File: src/hw/sw_seq_pkg.sv
package sw_seq_pkg;

  // two-bit base code, first base sits in the msbs of a sequence
  typedef logic [1:0] base_t;

  localparam int MAX_REF_LEN  = 16;
  localparam int MAX_READ_LEN = 16;

  localparam int REF_W  = $bits(base_t) * MAX_REF_LEN;
  localparam int READ_W = $bits(base_t) * MAX_READ_LEN;

  // 1-based lengths need one extra bit
  localparam int REF_LEN_W  = $clog2(MAX_REF_LEN) + 1;
  localparam int READ_LEN_W = $clog2(MAX_READ_LEN) + 1;

  localparam int COL_W = $clog2(MAX_REF_LEN);   // 0-based reference position
  localparam int ROW_W = $clog2(MAX_READ_LEN);  // 0-based read position

  // calculate phase runs up to ref + read cycles
  localparam int CNT_W = $clog2(MAX_REF_LEN + MAX_READ_LEN) + 1;

endpackage
File: src/hw/sw_ctrl.sv
module sw_ctrl
  import sw_seq_pkg::*;
(
  input  logic                  clk,
  input  logic                  rst,
  input  logic                  i_valid,
  input  logic                  i_ready,
  input  logic [REF_W-1:0]      i_seq_ref,
  input  logic [READ_W-1:0]     i_seq_read,
  input  logic [REF_LEN_W-1:0]  i_ref_len,
  input  logic [READ_LEN_W-1:0] i_read_len,
  output logic                  o_ready,
  output logic                  o_valid,
  output logic                  o_clear,
  output logic                  o_calc_en,
  output logic                  o_select_en,
  output logic [CNT_W-1:0]      o_count,
  output logic                  o_ref_valid,
  output base_t                 o_ref_base,
  output logic [READ_W-1:0]     o_read_seq
);

  typedef enum logic [2:0] {S_IDLE, S_INPUT, S_CALC, S_SELECT, S_DONE} state_t;

  state_t                state;
  state_t                state_n;
  logic [CNT_W-1:0]      count;
  logic [REF_W-1:0]      ref_seq;
  logic [REF_W-1:0]      ref_shift;
  logic [READ_W-1:0]     read_seq;
  logic [REF_LEN_W-1:0]  ref_len;
  logic [READ_LEN_W-1:0] read_len;
  logic                  calc_last;
  logic                  select_last;

  assign calc_last   = count == CNT_W'(ref_len) + CNT_W'(read_len) - 1'b1;
  assign select_last = count == CNT_W'(read_len) - 1'b1;

  always_comb
  begin
    state_n = state;
    case (state)
      S_IDLE:   if (i_valid) state_n = S_INPUT;
      S_INPUT:  state_n = S_CALC;
      S_CALC:   if (calc_last) state_n = S_SELECT;
      S_SELECT: if (select_last) state_n = S_DONE;
      S_DONE:   if (i_ready) state_n = S_IDLE;
      default:  state_n = S_IDLE;
    endcase
  end

  always_ff @(posedge clk or posedge rst)
  begin
    if (rst)
    begin
      state <= S_IDLE;
      count <= '0;
    end
    else
    begin
      state <= state_n;
      // counts columns in calc, rows in select
      if ((state == S_CALC && !calc_last) || (state == S_SELECT && !select_last))
        count <= count + 1'b1;
      else
        count <= '0;
    end
  end

  always_ff @(posedge clk)
  begin
    if (state == S_IDLE && i_valid)
    begin
      ref_seq  <= i_seq_ref;
      read_seq <= i_seq_read;
      ref_len  <= i_ref_len;
      read_len <= i_read_len;
    end
    if (state == S_INPUT)
      ref_shift <= ref_seq;
    else if (state == S_CALC)
      ref_shift <= ref_shift << $bits(base_t);  // one base per cycle
  end

  assign o_ready     = state == S_IDLE;
  assign o_valid     = state == S_DONE;
  assign o_clear     = state == S_IDLE;
  assign o_calc_en   = state == S_CALC;
  assign o_select_en = state == S_SELECT;
  assign o_count     = count;
  assign o_ref_valid = (state == S_CALC) && (count < CNT_W'(ref_len));
  assign o_ref_base  = ref_shift[REF_W-1 -: $bits(base_t)];
  assign o_read_seq  = read_seq;

endmodule

File: config.mk
export PLATFORM = sky130hd
export DESIGN_NAME = sw_ctrl
export DESIGN_NICKNAME = d
export VERILOG_FILES = /design/src/hw/sw_seq_pkg.sv /design/src/hw/sw_ctrl.sv
export SDC_FILE = /design/constraint.sdc
export NUM_CORES = 1
export LEC_CHECK = 0
export BUFFER_PORTS_ARGS = -buffer_cell sky130_fd_sc_hd__buf_2
export CAP_MARGIN = 10
export CORE_MARGIN = 2
export CORE_UTILIZATION = 56
export DETAILED_ROUTE_END_ITERATION = 7
export GPL_ROUTABILITY_DRIVEN = 0
export PLACE_DENSITY = 0.87
export SETUP_SLACK_MARGIN = 0.15
export SYNTH_ARGS = -nofsm -noshare
export SYNTH_HDL_FRONTEND = slang
export SYNTH_SLANG_ARGS = --single-unit
File: constraint.sdc
create_clock -name clk -period 5.4 [get_ports clk]
set_input_delay 1.08 -clock clk [delete_from_list [all_inputs] [get_ports clk]]
set_output_delay 1.08 -clock clk [all_outputs]
set_load 0.1 [all_outputs]
; ---- Yosys cells after proc, flatten, opt, wreduce, memory -nomap -nowiden
; Index checks and enable logic that the tools add are counted.
[word_totals]
register_bits = 115
out_inout_bits = 46
[classes]
addsub = 4
n_lt_le_gt_ge = 1
eq_ne = 10
mux = 8
n_reduce_logical = 10
[op_table]
columns = op, count
row1 = $mux W32, 2
row2 = $pmux W3 S5, 1
row3 = $eq A6 B6 Y1, 2
row4 = $mux W3, 4
row5 = $add A5 B5 Y6, 1
row6 = $add A6 B1 Y6 const B, 1
row7 = $eq A3 B2 Y1 const B, 2
row8 = $lt A6 B5 Y1, 1
row9 = $mux W6, 1
row10 = $sub A5 B1 Y6 const B, 1
row11 = $sub A6 B1 Y6 const B, 1
row12 = $logic_and A1 B1 Y1, 4
row13 = $ne A2 B1 Y1 const B, 2
row14 = $ne A2 B2 Y1 const B, 2
row15 = $reduce_and A4 Y1, 1
row16 = $eq A3 B1 Y1 const B, 1
row17 = $eq A3 B3 Y1 const B, 1
row18 = $logic_not A3 Y1, 1
row19 = $logic_not A1 Y1, 2
row20 = $reduce_bool A2 Y1, 1
row21 = $logic_or A1 B1 Y1, 1

; ---- Logic depth before layout (Yosys ltp)
; Gate-level depths: netlist of run 1.
[logic_depth]
word_depth = 7
depth_mapped = 11
mapped_depth_nobuf = 11

; ---- Worst setup path after synthesis of run 1
; OpenSTA, ideal clock, no wires.
[synth_timing]
kind = reg2out
from = register count[1] (netlist: o_count[1])
to = output port o_ref_valid
arrival_ns = 6.550
required_time_ns = 4.320
setup_slack_ns = -2.230
stages_incl_launch_ff = 6
path_buffers = 0
cell_sequence = dfrtp_1 -> ha_1 -> a21o_1 -> a21o_1 -> a21o_1 -> a2111oi_0
[synth_via]
elab_chain_cells = 2
[synth_lines]
columns = element, line_no
row1 = from (decl), sw_ctrl.sv:27  ; logic [CNT_W-1:0] count;
row2 = from (signal assigned), sw_ctrl.sv:64  ; count <= count + 1'b1;
row3 = $lt A6 B5 Y1, sw_ctrl.sv:91  ; assign o_ref_valid = (state == S_CALC) && (count < CNT_W'(ref_len));
row4 = $logic_and A1 B1 Y1, sw_ctrl.sv:91
row5 = to (decl), sw_ctrl.sv:18  ; output logic o_ref_valid,
; No other way between the ends.

; ---- Worst setup path after layout of run 1
; Ends and elaborated chain as after synthesis.

==> results_dict.tcl, run 1 <==
set metrics [dict create \
    period_minus_slack_ns 3.67 \
    rsz0062_at_grt "false" \
    setup_tns_ns 0 \
    maxSlewViolCount 0 \
    crit_chain "ha_1 -> a21o_1 -> a21o_1 -> a21o_1 -> a2111oi_2 -> buf_2" \
    cts_buffers 17 \
    dr.pass1.iters 4 \
    place_ws_ns 2.23 \
    cts_resized 0 \
    synth_top_area_share_pct 69.0 \
    post_drt_via_cell_ratio 4.89 \
    fin_skew_ns 0.00433 \
    cp_slowest_cell "buf_2" \
    synth_nets 355 \
    critPathMaxFanout 6 \
    clock-sinks 115 \
    avgSynthCellArea_um2 17.7 \
    start_util_pct 57.0 \
    root_buffer "clkbuf_8" \
    wl_per_cell_um 15.4 \
    grt_pass1_wl_um 12300 \
    grt_max_degree 75 \
    grt_overflow 0 \
    status "completed" \
    async_flop_share_pct 7.83 \
    portBuffers 123 \
    ys_seq_area_share_pct 73.9 \
    min_period_over_period_pct 67.9 \
    antenna_found_initial 0 \
    hold_buffers 0 \
    synth.most_common_cell "edfxtp_1" \
    arrival_ns 2.59 \
    rr_startpoint "read_len[1]" \
    final_cell_count_no_fill 514 \
    area_growth_pct 28.5 \
    setup_violations 0 \
    antenna_left 0 \
    nets 490 \
    die_x_um 94.7 \
    dp.cells 482 \
    filler_cell_count 563 \
    leakagePower_uw 0.00248 \
    cts_setup_buffers 0 \
    startpoint_type "register" \
    grt_pass1_vias 2602 \
    final_core_util_pct 73.2 \
    worst_slack_ns 1.73 \
    yosys-top-cells-count "106 x edfxtp_1, 30 x mux2_1, 22 x inv_1" \
    wirelength_um 7920 \
    hold_class "reg2reg" \
    crit_start "o_count[1]" \
    critPathTopFamily "compound AO/OA/AOI/OAI gates" \
    ys_warn_count 0 \
    rows 33 \
    synth_seq_cells 115 \
    cts_tree "yes" \
    max_slew_margin_pct 35.5 \
    io_pins 124 \
    synth-main-ff-cell "edfxtp_1" \
    fp.dieH_um 94.7 \
    wl_met2_um 4230 \
    clock_latency_ns 0.50 \
    worstSetupPathType "reg2out" \
    cp-end-kind "output port" \
    met1_length_um 3180 \
    grt_use_total_pct 19.1 \
    drc 0 \
    max_slew.worst_pin.slew_ns 0.967 \
    netlist_instances 261 \
    power.density_nw_per_um2 354 \
    yosys.area.top_type "edfxtp_1" \
    syn_area_um2 4610 \
    top_layer "met4" \
    fp.dieArea_um2 8970 \
    initialDrtViolationCount 133 \
    min_from "ref_seq[1]" \
    htree_num_levels 4 \
    max_stage_delay_ns 0.48 \
    vias 2512 \
    hold_violations 0 \
    cpMostUsedCell "a21o_1" \
    wl_met3_um 425 \
    core_um2 8090 \
    cp.buffers_inverters 1 \
    clk_path_buf_depth 2 \
    dpl.hpwl_um 5410 \
    peakVddDrop_v 0.000286 \
    drive_gt1_share_pct 40.3 \
    required_ns 4.32 \
    clock.fmax_mhz 273 \
    synth_edf_count 106 \
    clkSlewWorstSetupHoldPaths_ns 0.06 \
    drv_cap 0 \
    synth_area_leaders "edfxtp_1 69%, mux2_1 7.3%, dfrtp_1 4.9%, ha_1 4.1%, xnor2_1 2.5%" \
    diodes 0 \
    synth.distinct_cells 43 \
]
[through the flow]
step / area (um^2) / hold slack, ns / total power [uW]
6_report: 5920 / 0.518 / 2100
3_5_place_dp: 5330 / 0.515 / 1020
3_3_place_gp: 5330 / 0.503 / 1010
2_1_floorplan: 4620 / 0.493 / 988
4_1_cts: 5920 / 0.519 / 2120
5_1_grt: 5920 / 0.543 / 2160
[layer usage]
metal / up-vias / global-route usage (%)
li1: 1239 / -
met1: 1187 / 22.7
met2: 77 / 32.4
met3: 9 / 6.07
met4: 0 / 7.97
met5: - / 0
[state kept, by name, indices dropped and copies added (netlist names)]
register and flops:
o_read_seq 32, ref_seq 32, ref_shift 32, read_len 5, o_count 6, state 3
ref_len 5
[cells by family after synthesis]
family	synth area share, %
buffers and inverters	3.04
AOI/OAI and AO/OA	2.93
DFF	73.9
adders and majority gates	4.50
xor gates and xnor gates	4.34
and+or+nand+nor	3.94
muxes	7.33
[path summary, 6_finish.rpt]
kind | end | slack, ns | cells after the start
setup / recovery | o_ref_valid | 1.73 | 6
hold / removal | ref_shift[1] | 0.52 | 1
setup reg to reg | o_count[4] | 2.93 | 10
hold reg to reg | ref_shift[1] | 0.52 | 1
max in group asynchronous | o_count[3] | 4.60 | 2
min in group asynchronous | state[1] | 0.54 | 2
[cell usage in the layout (no fill, tap or decap), types with 2 or more instances in the layout]
cell,count
a21o_1,4
a21oi_1,7
a31oi_1,2
and2_1,3
buf_2,123
buf_4,2
bufinv_16,3
clkbuf_16,16
clkinvlp_4,5
dfrtp_1,9
edfxtp_1,106
ha_1,15
inv_1,22
inv_6,4
mux2_1,30
nand2_1,4
nand3_1,2
nor2_1,2
xnor2_1,13
xor2_1,8
[cell type report]
class	count	area [um^2]	area share [%]
clock buffer	17	414	6.99
clock inverter	15	180	3.04
inverter	22	82.6	1.39
multi-input combinational	115	1080	18.2
sequential	115	3410	57.5
tap	105	131	2.22
timing repair buffer	125	631	10.6
[where the power goes]
| group | switching [uW] | leakage, uW | internal, uW |
|---|---|---|---|
| Combinational | 9.51 | 0.00108 | 19.2 |
| Sequential | 0 | 0.00113 | 969 |
| Clock | 395 | 0.000275 | 705 |
| Total | 404 | 0.00248 | 1690 |
(Power assumes the default switching activity.)
==> inputs of run 2 (changes only) <==
--- a/config.mk
+++ b/config.mk
@@ -5,13 +5,14 @@
 export SDC_FILE = /design/constraint.sdc
 export NUM_CORES = 1
 export LEC_CHECK = 0
+export ABC_AREA = 1
 export BUFFER_PORTS_ARGS = -buffer_cell sky130_fd_sc_hd__buf_2
 export CAP_MARGIN = 10
 export CORE_MARGIN = 2
-export CORE_UTILIZATION = 56
+export CORE_UTILIZATION = 47
 export DETAILED_ROUTE_END_ITERATION = 7
 export GPL_ROUTABILITY_DRIVEN = 0
-export PLACE_DENSITY = 0.87
+export PLACE_DENSITY = 0.78
 export SETUP_SLACK_MARGIN = 0.15
 export SYNTH_ARGS = -nofsm -noshare
 export SYNTH_HDL_FRONTEND = slang
==> constraint.sdc (replaced) <==
create_clock -name clk -period 3.2 [get_ports clk]
set_input_delay 0.64 -clock clk [delete_from_list [all_inputs] [get_ports clk]]
set_output_delay 0.64 -clock clk [all_outputs]
set_load 0.1 [all_outputs]
==> results_dict.tcl, run 2 <==
set metrics [dict create \
    status "completed" \
    grt_max_degree 75 \
    synth-simple-area-share_pct 7.93 \
    start_util_pct 48.2 \
    critPathMaxFanout 6 \
    fp.dieArea_um2 10800 \
    period_minus_slack_ns 2.84 \
    final_cell_count_no_fill 602 \
    dpl.hpwl_um 5820 \
    synth-main-ff-cell "edfxtp_1" \
    maxSlewViolCount 0 \
    diodes 0 \
    drive_gt1_share_pct 40.1 \
    max_slew_margin_pct 66.1 \
    reg2reg_to "o_count[2]" \
    ys_seq_area_share_pct 72.7 \
    setup_violations 0 \
    peakVddDrop_v 0.000596 \
    initialDrtViolationCount 120 \
    reg2reg_depth 16 \
    cts_buffers 17 \
    htree_num_levels 4 \
    mostFrequentLayoutCell "buf_2" \
    async_flop_share_pct 7.83 \
    rr_startpoint "read_len[1]" \
    drc 0 \
    dr.pass1.iters 4 \
    grt_overflow 0 \
    synth.distinct_cells 23 \
    synth_seq_cells 115 \
    layout_common_cells "123 x buf_2, 106 x edfxtp_1, 46 x inv_1" \
    grt_pass1_wl_um 13600 \
    ys_warn_count 0 \
    clock.fmax_mhz 353 \
    worstSetupPathType "reg2out" \
    setup_tns_ns 0 \
    cts_tree "yes" \
    portBuffers 123 \
    fp.dieH_um 104 \
    cts_setup_buffers 0 \
    synth_edf_count 106 \
    filler_cell_count 782 \
    leakagePower_uw 0.00259 \
    place_ws_ns 0.847 \
    rows 36 \
    grt_use_total_pct 16.4 \
    dpl-instance-area_um2 5490 \
    core_um2 9730 \
    hold_class "in2async" \
    antenna_found_initial 0 \
    cts_resized 0 \
    clk_path_buf_depth 2 \
    synthAdderAreaFrac_pct 4.43 \
    stdcell_area_um2 6030 \
    worst_slack_ns 0.365 \
    nets 553 \
    die_x_um 104 \
    synth_compound_area_share_pct 1.28 \
    antenna_left 0 \
    cp-end-kind "output port" \
    wirelength_um 8320 \
    synth_area_leaders "edfxtp_1 68%, mux2_2 7.2%, dfrtp_1 4.8%, ha_1 4.0%, inv_1 3.7%" \
    dp.cells 573 \
    rsz0062_at_grt "false" \
    synth_nets 415 \
    max_slew.worst_pin.slew_ns 0.512 \
    clock_latency_ns 0.49 \
    yosys.area.top_type "edfxtp_1" \
    vias 2837 \
    synth_top_family_by_area "simple AND/OR/NAND/NOR gates" \
    drv_cap 0 \
    hold_violations 0 \
    clkSlewWorstSetupHoldPaths_ns 0.05 \
    synth-xor-area-share_pct 1.68 \
    hold_buffers 0 \
    startpoint_type "register" \
    post_drt_via_cell_ratio 4.71 \
    clock-sinks 115 \
    required_ns 2.56 \
    area_growth_pct 28.7 \
    hold_slack_ns 0.114 \
    synth.most_common_cell "edfxtp_1" \
    io_pins 124 \
    synth_top_area_share_pct 67.9 \
    grt_pass1_vias 2891 \
    netlist_instances 321 \
    root_buffer "clkbuf_8" \
    yosys-top-cells-count "106 x edfxtp_1, 46 x inv_1, 44 x nand2_1" \
    synthMuxAreaShare_pct 7.21 \
    avgSynthCellArea_um2 14.6 \
    r2r_setup_slack_ns 0.81 \
    syn_area_um2 4690 \
    power.density_nw_per_um2 1010 \
    arrival_ns 2.20 \
    wl_per_cell_um 13.8 \
    min_period_over_period_pct 88.6 \
    fin_skew_ns 0.00587 \
]
==> run 2: cell count changes in the layout (fill, tap and decap cells not counted), sizes merged, moves of 3 or more <==
| cell | change |
|---|---|
| nor2 | +18 |
| a21o | -4 |
| nand3 | +16 |
| inv | +21 |
| xor2 | -4 |
| a21oi | -3 |
| nand2 | +42 |
| clkinvlp | -5 |
| clkbuf | +4 |
| and2 | -4 |
| xnor2 | -9 |
==> run 2: layer usage <==
layer | vias to the layer above | global-route usage (%) | wire length, um
met5 | - | 0 | 0
met4 | 0 | 7.72 | 116
met3 | 8 | 5.45 | 376
met2 | 79 | 27.4 | 4430
met1 | 1362 | 19.0 | 3400
li1 | 1388 | - | -
==> run 2: cells by family (layout without fill, tap and decap cells) <==
group | Yosys count | count (layout)
AND/OR/NAND/NOR | 89 | 89
multiplexers | 30 | 30
adder cells (fa/ha/maj) | 16 | 16
flip-flops | 115 | 115
buffers and inverters | 54 | 202
AO/OA/AOI/OAI | 8 | 8
XOR/XNOR | 9 | 9
==> run 2: worst max path at each step <==
stage,start,endpoint,slack (ns),cells past startpoint
2_1_floorplan,state[0],o_ready,0.12,4
3_3_place_gp,o_count[1],o_ref_valid,0.89,7
3_5_place_dp,read_len[1],o_count[0],0.85,16
4_1_cts,o_count[1],o_ref_valid,0.33,7
5_1_grt,o_count[1],o_ref_valid,0.24,7
6_report,o_count[1],o_ref_valid,0.36,7
==> run 2: critical path, stage by stage (launching register included) <==
cell and delay (ns):
dfrtp_1 0.45, ha_1 0.31, o21ai_0 0.08, nand2_1 0.08
a21oi_1 0.13, o21bai_1 0.11, a21oi_4 0.12, buf_2 0.43
==> run 2: area by class of cell <==
| type | count | area, um^2 | share of cell area, % |
|---|---|---|---|
| Timing Repair Buffer | 126 | 651 | 10.8 |
| Clock buffer | 21 | 429 | 7.12 |
| Sequential cell | 115 | 3410 | 56.5 |
| Multi-Input combinational cell | 152 | 1080 | 18.0 |
| Clock inverter | 8 | 113 | 1.87 |
| Inverter | 47 | 179 | 2.97 |
| Tap cell | 133 | 166 | 2.76 |
==> run 2: where the power goes <==
part | internal, uW | total, uW | switching (uW)
registers | 2210 | 2350 | 147
logic | 537 | 2030 | 1500
clock network | 1160 | 1720 | 564
==> run 2: stage by stage <==
| stage | power [uW] | util [%] |
|---|---|---|
| 3_3_place_gp | 4360 | 56.4 |
| 5_1_grt | 6400 | 62.0 |
| 6_report | 6110 | 62.0 |
| 2_1_floorplan | 4050 | - |
| 3_5_place_dp | 4430 | 56.4 |
| 4_1_cts | 6180 | 62.0 |
