File: src/hw/sw_score_pkg.sv
package sw_score_pkg;

  localparam int SCORE_W = 10;

  typedef logic signed [SCORE_W-1:0] score_t;

  // affine gap scoring
  localparam score_t MATCH_SCORE    = score_t'(1);
  localparam score_t MISMATCH_SCORE = score_t'(-4);
  localparam score_t GAP_OPEN       = score_t'(-6);
  localparam score_t GAP_EXTEND     = score_t'(-1);

endpackage

File: src/hw/sw_seq_pkg.sv
package sw_seq_pkg;

  // two-bit base code, first base sits in the msbs of a sequence
  typedef logic [1:0] base_t;

  localparam int MAX_REF_LEN  = 16;
  localparam int MAX_READ_LEN = 16;

  localparam int REF_W  = $bits(base_t) * MAX_REF_LEN;
  localparam int READ_W = $bits(base_t) * MAX_READ_LEN;

  // 1-based lengths need one extra bit
  localparam int REF_LEN_W  = $clog2(MAX_REF_LEN) + 1;
  localparam int READ_LEN_W = $clog2(MAX_READ_LEN) + 1;

  localparam int COL_W = $clog2(MAX_REF_LEN);   // 0-based reference position
  localparam int ROW_W = $clog2(MAX_READ_LEN);  // 0-based read position

  // calculate phase runs up to ref + read cycles
  localparam int CNT_W = $clog2(MAX_REF_LEN + MAX_READ_LEN) + 1;

endpackage
File: src/hw/sw_max_tracker.sv
module sw_max_tracker
  import sw_seq_pkg::*, sw_score_pkg::*;
(
  input  logic                      clk,
  input  logic                      rst,
  input  logic                      i_clear,
  input  logic                      i_calc_en,
  input  logic                      i_select_en,
  input  logic [CNT_W-1:0]          i_count,
  input  score_t [MAX_READ_LEN-1:0] i_best_scores,
  output score_t                    o_score,
  output logic [ROW_W-1:0]          o_row,
  output logic [COL_W-1:0]          o_column
);

  score_t           row_max [MAX_READ_LEN];
  logic [COL_W-1:0] row_col [MAX_READ_LEN];
  logic [ROW_W-1:0] sel_row;

  assign sel_row = i_count[ROW_W-1:0];  // select phase counts rows

  // per-row maximum, scores arrive one cycle after the cell
  always_ff @(posedge clk or posedge rst)
  begin
    if (rst)
    begin
      row_max <= '{default: '0};
      row_col <= '{default: '0};
    end
    else if (i_clear)
    begin
      row_max <= '{default: '0};
      row_col <= '{default: '0};
    end
    else if (i_calc_en)
    begin
      for (int r = 0; r < MAX_READ_LEN; r++)
      begin
        if (i_best_scores[r] > row_max[r])
        begin
          row_max[r] <= i_best_scores[r];
          row_col[r] <= COL_W'(i_count - r - 1);
        end
      end
    end
  end

  // sweep rows from 0, strictly greater wins
  always_ff @(posedge clk or posedge rst)
  begin
    if (rst)
    begin
      o_score  <= '0;
      o_row    <= '0;
      o_column <= '0;
    end
    else if (i_clear)
    begin
      o_score  <= '0;
      o_row    <= '0;
      o_column <= '0;
    end
    else if (i_select_en && row_max[sel_row] > o_score)
    begin
      o_score  <= row_max[sel_row];
      o_row    <= sel_row;
      o_column <= row_col[sel_row];
    end
  end

endmodule

File: config.mk
export PLATFORM = sky130hd
export DESIGN_NAME = sw_max_tracker
export DESIGN_NICKNAME = d
export VERILOG_FILES = /design/src/hw/sw_score_pkg.sv /design/src/hw/sw_seq_pkg.sv /design/src/hw/sw_max_tracker.sv
export SDC_FILE = /design/constraint.sdc
export NUM_CORES = 1
export LEC_CHECK = 0
export BUFFER_PORTS_ARGS = -buffer_cell sky130_fd_sc_hd__buf_4
export CAP_MARGIN = 5
export CORE_ASPECT_RATIO = 1.25
export CORE_MARGIN = 2
export CORE_UTILIZATION = 55
export CTS_BUF_LIST = sky130_fd_sc_hd__clkbuf_2
export DETAILED_ROUTE_END_ITERATION = 7
export PLACE_DENSITY = 0.87
export SLEW_MARGIN = 20
export SYNTH_ARGS = -nofsm -noshare
export SYNTH_HDL_FRONTEND = slang
export SYNTH_SLANG_ARGS = --single-unit
export TNS_END_PERCENT = 5
File: constraint.sdc
create_clock -name clk -period 9.1 [get_ports clk]
set_clock_uncertainty 0.2 [all_clocks]
set_input_delay 0.455 -clock clk [delete_from_list [all_inputs] [get_ports clk]]
set_output_delay 0.455 -clock clk [all_outputs]
set_load 0.02 [all_outputs]
After elaboration in Yosys (flattened, before gate mapping)
Index checks and enable logic that the tools add are counted.
{ "totals": {"wordCells": 167, "inputBits": 171, "output_inout_bits": 18, "register_bits": 242} }
{ "classes": {"magnitude_cmp": 18, "mux": 48, "reduce_logical": 35, "add_sub_neg": 30, "n_bitwise": 1} }
{ "op_table": {"columns": ["operator", "n"], "rows": [
  ["160-bit two-way mux", 2],
  ["10-bit two-way mux", 20],
  ["10-bit greater-than comparator", 17],
  ["64-bit two-way mux", 2],
  ["4-bit two-way mux", 22],
  ["4-bit by 2-bit subtractor with 4-bit output (second input constant)", 17],
  ["10-bit binary-select mux with 4-bit select", 1],
  ["2-bit nonzero test", 18],
  ["2-bit AND reduction", 16],
  ["4-bit subtractor (second input constant)", 8],
  ["4-bit binary-select mux with 4-bit select", 1],
  ["4-bit by 3-bit subtractor with 4-bit output (second input constant)", 4],
  ["5-bit >= comparator (second input constant)", 1],
  ["4-bit NOT with 5-bit output", 1],
  ["4-bit by 1-bit subtractor with 4-bit output (second input constant)", 1],
  ["1-bit logical AND", 1]
]} }

Depth between registers and ports, before layout
Gate-level depths: netlist of run 1.
{ "logic_depth": {"word_depth": 8, "depth_mapped": 14, "mapped_depth_nobuf": 9} }

Worst setup path after synthesis of run 1
No wires, ideal clock.
{ "synth_path": {"path_type": "input to register", "from": "input port i_count[0]", "to": "register o_score[0]", "required_time_ps": 8822, "arrival_time_ps": 3201, "stages": 12, "setup_slack_ps": 5621, "setup_time_ps": 78, "path_buffers": 3, "path_cell_list": "buf_6 buf_8 buf_4 mux4_2 a22oi_1 nand2_1 ha_1 nand4_4 or2_4 o221a_4 or3_1 a21oi_1"} }
{ "synth_between": {"elab_chain_cells": 7, "word_cells_on_any_way": 9, "classes_between": "1 x order compare; 5 x mux; 1 x bitwise; 2 x reduce/logical"} }
{ "synth_lines": {"columns": ["item", "line_no", "text"], "rows": [
  ["start: declaration", "sw_max_tracker.sv:9", "input logic [CNT_W-1:0] i_count,"],
  ["4-bit NOT with 5-bit output (not written as such) *", "sw_max_tracker.sv:63, sw_max_tracker.sv:65", null],
  ["10-bit binary-select mux with 4-bit select *", "sw_max_tracker.sv:63, sw_max_tracker.sv:65", null],
  ["10-bit two-way mux (not written as such) * (2 in a row)", "sw_max_tracker.sv:63, sw_max_tracker.sv:65", null],
  ["10-bit greater-than comparator", "sw_max_tracker.sv:63", "else if (i_select_en && row_max[sel_row] > o_score)"],
  ["1-bit logical AND", "sw_max_tracker.sv:63", null],
  ["2-bit nonzero test (no line)", null, null],
  ["end signal: assignment", "sw_max_tracker.sv:65", "o_score <= row_max[sel_row];"],
  ["end: declaration", "sw_max_tracker.sv:11", "output score_t o_score,"]
]} }
Every way passes the cells marked *; elsewhere a longest branch is shown, timed or not. The select of a mux whose other input is x is not followed.
A chain may end at the register's enable or synchronous reset.

Worst setup path after layout of run 1
{ "layout_path": {"from": "register row_max[85] (netlist name)", "to": "register row_max[82] (netlist name)"} }
{ "layout_between": {"elab_chain_cells": 3} }
{ "layout_lines": {"columns": ["item", "line_no", "text"], "rows": [
  ["start: declaration", "sw_max_tracker.sv:16", "score_t row_max [MAX_READ_LEN];"],
  ["start signal: indexed assignment", "sw_max_tracker.sv:41", "row_max[r] <= i_best_scores[r];"],
  ["10-bit greater-than comparator", "sw_max_tracker.sv:39", "if (i_best_scores[r] > row_max[r])"],
  ["2-bit nonzero test (no line)", null, null],
  ["2-bit AND reduction (no line)", null, null]
]} }
No other way between the ends.

==> impl_metrics.tcl, run 1 <==
set metrics [dict create \
    worstSkewPairLatency_ps 940 \
    dieWidth_um 160 \
    drc_errors 0 \
    grt_pass1_vias 16700 \
    via_count 16500 \
    syn_nets 2080 \
    worstPathArrival_ps 4690 \
    synth-seq-cells 242 \
    postRouteWirelength_um 55600 \
    drtIter0Drc 1726 \
    rsz0062_at_grt "false" \
    r2r_cells 9 \
    fin_total_pwr_uw 2940 \
    die_area_um2 32000 \
    fin_nets 2420 \
    cts_resized 0 \
    post-cts-setup-buffers 0 \
    syn_area_um2 16800 \
    worstMarginPinSlew_ps 1060 \
    avgSynthCellArea_um2 9.71 \
    power_density_nw_per_um2 141 \
    antenna_found_initial 2 \
    dp_hpwl_um 35600 \
    cp.depth 9 \
    ir_worst_vdd_mv 0.0980 \
    io_pins 189 \
    critPathKind "flip-flop to flip-flop" \
    cp-end-kind "flip-flop" \
    clockRootBuffer "clkbuf_2" \
    final_max_slew_viol_count 0 \
    timing.critical_path.required_ps 9770 \
    syn2layout_area_growth_pct 24.0 \
    clkSinkCount 242 \
    max_stage_delay_ps 710 \
    cts_tree "built" \
    endpoint "row_max[82]" \
    critPathMostFrequentCell "dlygate4sd3_1" \
    relSlewSlack_pct 28.9 \
    grt.met3_usage_pct 6.93 \
    ant_nets 0 \
    min_path_type "primary input to flip-flop" \
    cts_hold_buffers 197 \
    seq_area_frac_synth_pct 36.0 \
    start_util_pct 55.8 \
    grt-ovfl-total 0 \
    ys_warn_count 0 \
    gp_congestion 0.973 \
    final_common_cell "dfrtp_1" \
    crit_start "row_max[85]" \
    fin_setup_tns_ps 0 \
    async_reset_ff_share_pct 100 \
    cp-start-kind "flip-flop" \
    final_cell_mix "242 x dfrtp_1, 222 x inv_1, 197 x dlygate4sd3_1, 197 x buf_4, 177 x ha_1" \
    period_minus_slack_ps 4020 \
    ys_types 57 \
    place_ws_ps 3950 \
    cap_violations 0 \
    critPathSlowestCell "a31oi_1" \
    path_max_fanout 11 \
    whs_ps 64.8 \
    finalSetupViolCount 0 \
    routed_via_density 6.53 \
    grt_pass1_wl_um 86900 \
    grt_max_degree 145 \
    grt.total_usage_pct 34.4 \
    status "finished, final reports clean" \
    r2r-start "row_max[85]" \
    synth_cells 1732 \
    fmax_ghz 0.248 \
    drive_gt1_share_pct 18.6 \
    r2r_end "row_max[82]" \
    crit_path_cell_trace "inv_1 > ha_1 > and4_1 > and2_1 > a31oi_1 > or4bb_1 > dlygate4sd3_1 > o31ai_1 > dlygate4sd3_1" \
    drtPass1Iterations 8 \
    synth_enable_flop_cells 0 \
    portBuffers 186 \
    use_met2_pct 57.7 \
    core-area_um2 30100 \
    grt_util_met1_pct 40.0 \
    reg2reg_slack_ps 5080 \
    path_buf_inv 3 \
    hold_violations 0 \
    postLayoutSetupSlackWorst_ps 5080 \
    crit_family "buffers and inverters" \
    busiest_layer "met2" \
    htreeDepth 2 \
    wl_per_cell_um 22.0 \
    min_period_over_period_pct 44.2 \
    p_leak_uw 0.00962 \
    die_h_um 199 \
    synth_flop_cell "dfrtp_1" \
    rows 71 \
    cts_buffers 61 \
    cts_buffer_depth 3 \
    path_clk_slew_ps 110 \
]
[power breakdown]
group / switching [uW] / internal [uW] / leakage, uW
clock network: 495 / 292 / 0.000428
registers: 78.8 / 1160 / 0.00326
logic: 523 / 392 / 0.00593
total: 1100 / 1850 / 0.00962
[cell usage after synthesis (all sizes together), types with 4 or more instances]
master  instances  area, um^2
a21o           17         128
a21oi         108         541
a221o          13         130
a221oi         12         136
a22o            5        43.8
a22oi          18         135
a31o           15         131
a31oi          14        87.6
and2           26         163
and4           32         280
buf            39         279
clkbuf         80         300
dfrtp         242        6060
ha            177        2210
inv           224         841
mux2i          67         671
mux4           56        1260
nand2         155         582
nand2b          4        25.0
nand3          52         260
nand4          94         603
nor2           26         100
nor2b           5        31.3
o211ai         29         218
o21ai          82         410
o31ai          99         758
or4bb           9         101
xnor2           5        43.8
xor2            5        43.8
[tightest hold or removal path, stage by stage]
cell,delay (ps)
buf_4,340
nand3_1,230
a21oi_1,70
[stage by stage]
stage,util [%],area (um^2),instances
3_3_place_gp,60.6,18200,2212
3_5_place_dp,60.6,18200,2212
6_report,69.2,20900,2525
2_1_floorplan,-,16800,1732
4_1_cts,69.0,20800,2522
5_1_grt,69.2,20900,2525
[routing by layer]
metal / vias to the layer above / share of wire, %
li1: 7092 / -
met1: 7961 / 35
met2: 1105 / 48
met3: 326 / 8.9
met4: 0 / 8.2
met5: - / 0
[sequential cells by signal, summed over array words and instances, names as in the netlist]
| name | count |
|---|---|
| o_column | 4 |
| o_row | 4 |
| o_score | 10 |
| row_col | 64 |
| row_max | 160 |
[worst min path at each step]
stage	from	end	cells past startpoint	slack, ps
after floorplan	row_col[20]	row_col[20]	2	310
after global placement	row_col[14]	row_col[14]	2	320
after detailed placement	row_col[3]	row_col[3]	2	330
after CTS	i_count[1]	row_col[49]	3	8
after global routing	i_count[1]	row_col[49]	3	80
final	i_count[1]	row_col[49]	3	60
[layout make-up]
cell class,count,area (um^2)
multi-input combinational,1147,9390
fill,2001,9260
sequential,242,6060
timing repair buffer,396,3470
inverter,224,853
tap,401,502
clock buffer,87,435
clock inverter,26,139
antenna,2,5.00
[kinds of logic after synthesis]
group	count (synthesis)	synth area share, %
XOR/XNOR	10	0.521
buffers and inverters	343	8.45
multiplexers	125	11.6
flip-flops	242	36.0
AND/OR/NAND/NOR	409	13.0
AO/OA/AOI/OAI	426	17.2
adder cells (fa/ha/maj)	177	13.2
No activity file was read; power rests on OpenSTA's default activity.
==> run 2: changes to the inputs <==
--- a/config.mk
+++ b/config.mk
@@ -5,6 +5,7 @@
 export SDC_FILE = /design/constraint.sdc
 export NUM_CORES = 1
 export LEC_CHECK = 0
+export ABC_AREA = 1
 export BUFFER_PORTS_ARGS = -buffer_cell sky130_fd_sc_hd__buf_4
 export CAP_MARGIN = 5
 export CORE_ASPECT_RATIO = 1.25
@@ -12,7 +13,7 @@
 export CORE_UTILIZATION = 55
 export CTS_BUF_LIST = sky130_fd_sc_hd__clkbuf_2
 export DETAILED_ROUTE_END_ITERATION = 7
-export PLACE_DENSITY = 0.87
+export PLACE_DENSITY = 0.86
 export SLEW_MARGIN = 20
 export SYNTH_ARGS = -nofsm -noshare
 export SYNTH_HDL_FRONTEND = slang
==> constraint.sdc (replaced) <==
create_clock -name clk -period 4.1 [get_ports clk]
set_clock_uncertainty 0.2 [all_clocks]
set_input_delay 0.205 -clock clk [delete_from_list [all_inputs] [get_ports clk]]
set_output_delay 0.205 -clock clk [all_outputs]
set_load 0.02 [all_outputs]
==> impl_metrics.tcl, run 2 <==
set metrics [dict create \
    status "finished with violations" \
    violations "design-rule violations" \
    cp-start-kind "flip-flop" \
    syn_nets 3110 \
    rows 75 \
    fin_nets 3730 \
    clkSinkCount 242 \
    grt_max_degree 177 \
    cp-end-kind "flip-flop" \
    synth-seq-cells 242 \
    finalSetupViolCount 0 \
    drive_gt1_share_pct 11.8 \
    cts_buffer_depth 3 \
    drc_errors 11 \
    clockRootBuffer "clkbuf_2" \
    fmax_ghz 0.286 \
    yosysMostFrequentCell "nand2_1" \
    synth_enable_flop_cells 0 \
    antenna_found_initial 7 \
    hold_violations 0 \
    cts_hold_buffers 473 \
    async_reset_ff_share_pct 100 \
    final_util_pct 76.0 \
    grt_pass1_vias 24000 \
    synth_cells 2762 \
    cts_tree "built" \
    netlist_top_cells_count "832 x nand2_1, 437 x inv_1, 291 x nand3_1" \
    die_h_um 211 \
    power_density_nw_per_um2 307 \
    grt-ovfl-total 0 \
    ys_types 33 \
    min_period_over_period_pct 85.4 \
    worstPathArrival_ps 4170 \
    final_cell_mix "832 x nand2_1, 473 x dlygate4sd3_1, 435 x inv_1, 291 x nand3_1, 265 x nor2_1" \
    grt_pass1_wl_um 123000 \
    fin_setup_tns_ps 0 \
    syn2layout_area_growth_pct 35.6 \
    post-cts-setup-buffers 0 \
    die_area_um2 35700 \
    timing.critical_path.required_ps 4770 \
    netlist_top_cells_area "dfrtp_1 32%, nand2_1 17%, ha_1 12%" \
    gp_congestion 0.916 \
    worstMarginPinSlew_ps 1200 \
    top_layer "met5" \
    wl_met3_um 9500 \
    syn_area_um2 18800 \
    worstSkewPairLatency_ps 970 \
    path_max_fanout 15 \
    min_path_type "primary input to flip-flop" \
    ir_worst_vdd_mv 0.200 \
    final_max_slew_viol_count 0 \
    seq_area_frac_synth_pct 32.2 \
    via_count 23500 \
    p_leak_uw 0.0143 \
    period_minus_slack_ps 3500 \
    synth_top_area_share_pct 32.2 \
    relSlewSlack_pct 19.5 \
    ys_warn_count 0 \
    core-area_um2 33600 \
    cts_resized 0 \
    yosysTopAreaCell "dfrtp_1" \
    fin_total_pwr_uw 7830 \
    drtIter0Drc 3351 \
    dieWidth_um 169 \
    routed_via_density 6.12 \
    regMostFlops "row_max" \
    dp_hpwl_um 40100 \
    synth_flop_cell "dfrtp_1" \
    drt-met1-wl_um 25700 \
    grt.total_usage_pct 43.7 \
    cts_buffers 67 \
    path_clk_slew_ps 130 \
    wl_per_cell_um 20.1 \
    largest_register_ffs 160 \
    ant_nets 0 \
    rsz0062_at_grt "false" \
    cap_violations 0 \
    drtPass1Iterations 8 \
    final_common_cell "nand2_1" \
    htreeDepth 3 \
    portBuffers 186 \
    fillCellCount 2119 \
    io_pins 189 \
    top_regs "row_max: 160 flops, row_col: 64 flops, o_score: 10 flops" \
    avgSynthCellArea_um2 6.81 \
    critPathKind "flip-flop to flip-flop" \
    route.met2.wl_um 35300 \
    postRouteWirelength_um 77500 \
    start_util_pct 56.0 \
]
run 2: through the flow:
stage / std cells / setup WS, ps / hold slack [ps] / instance area, um^2
after global routing: 3847 / 440 / 95.8 / 25500
after floorplan: 2762 / 519 / 160 / 18800
after global placement: 3262 / 605 / 269 / 20200
after detailed placement: 3262 / 473 / 273 / 20200
after CTS: 3843 / 818 / 26.2 / 25500
final: 3847 / 598 / 93.3 / 25500
run 2: critical path: stages, from the launching register on:
cell           delay (ps)
dfrtp_1               410
inv_1                 160
ha_1                  300
nand2_1               110
inv_1                  70
nand2_1                90
nand2_1                70
nand2_1                90
nand3_1                90
nand2_2               110
nand3_2               340
nand2_1               570
nand2_1               140
nand2_1               100
dlygate4sd3_1         590
run 2: kinds of logic (layout without fill, tap and decap cells):
kind of cell,count (synthesis),count (layout),synth area share [%]
AO/OA/AOI/OAI,172,172,5.42
XOR/XNOR,8,8,0.412
adder cells (fa/ha/maj),177,177,11.8
buffers and inverters,571,1230,13.1
flip-flops,242,242,32.2
other,0,3,0
AND/OR/NAND/NOR,1592,1592,37.1
run 2: area by class of cell:
| type | instances | area, um^2 | area share [%] |
|---|---|---|---|
| sequential | 242 | 6060 | 23.7 |
| tap | 423 | 529 | 2.07 |
| multi-input combinational | 1949 | 10300 | 40.4 |
| antenna | 3 | 7.51 | 0.0294 |
| inverter | 438 | 1660 | 6.49 |
| clock inverter | 12 | 97.6 | 0.382 |
| timing repair buffer | 684 | 6390 | 25.1 |
| clock buffer | 96 | 480 | 1.88 |
run 2: per-layer routing:
metal / GRT usage (%) / up-vias
met1: 48.9 / 10700
met4: 33.2 / 8
met2: 69.3 / 2114
li1: - / 10000
met3: 14.3 / 706
met5: 0.701 / -
run 2: path summary, 6_finish.rpt:
kind                            cells past startpoint  slack [ps]          end         startpoint
worst max-delay path                               14         600  row_max[27]        row_max[25]
worst min-delay path                                6          90  row_max[84]  i_best_scores[74]
worst max register to register                     14         600  row_max[27]        row_max[25]
worst min register to register                      2         310  row_col[50]        row_col[50]
max in group asynchronous                           6        2390  row_col[58]                rst
min in group asynchronous                           4         240  row_max[85]                rst
run 2: report_power, final:
group | internal (uW) | total (uW) | leakage [uW] | switching (uW)
combinational | 1190 | 3050 | 0.0106 | 1860
clock | 738 | 1910 | 0.000451 | 1170
sequential | 2640 | 2870 | 0.00321 | 230
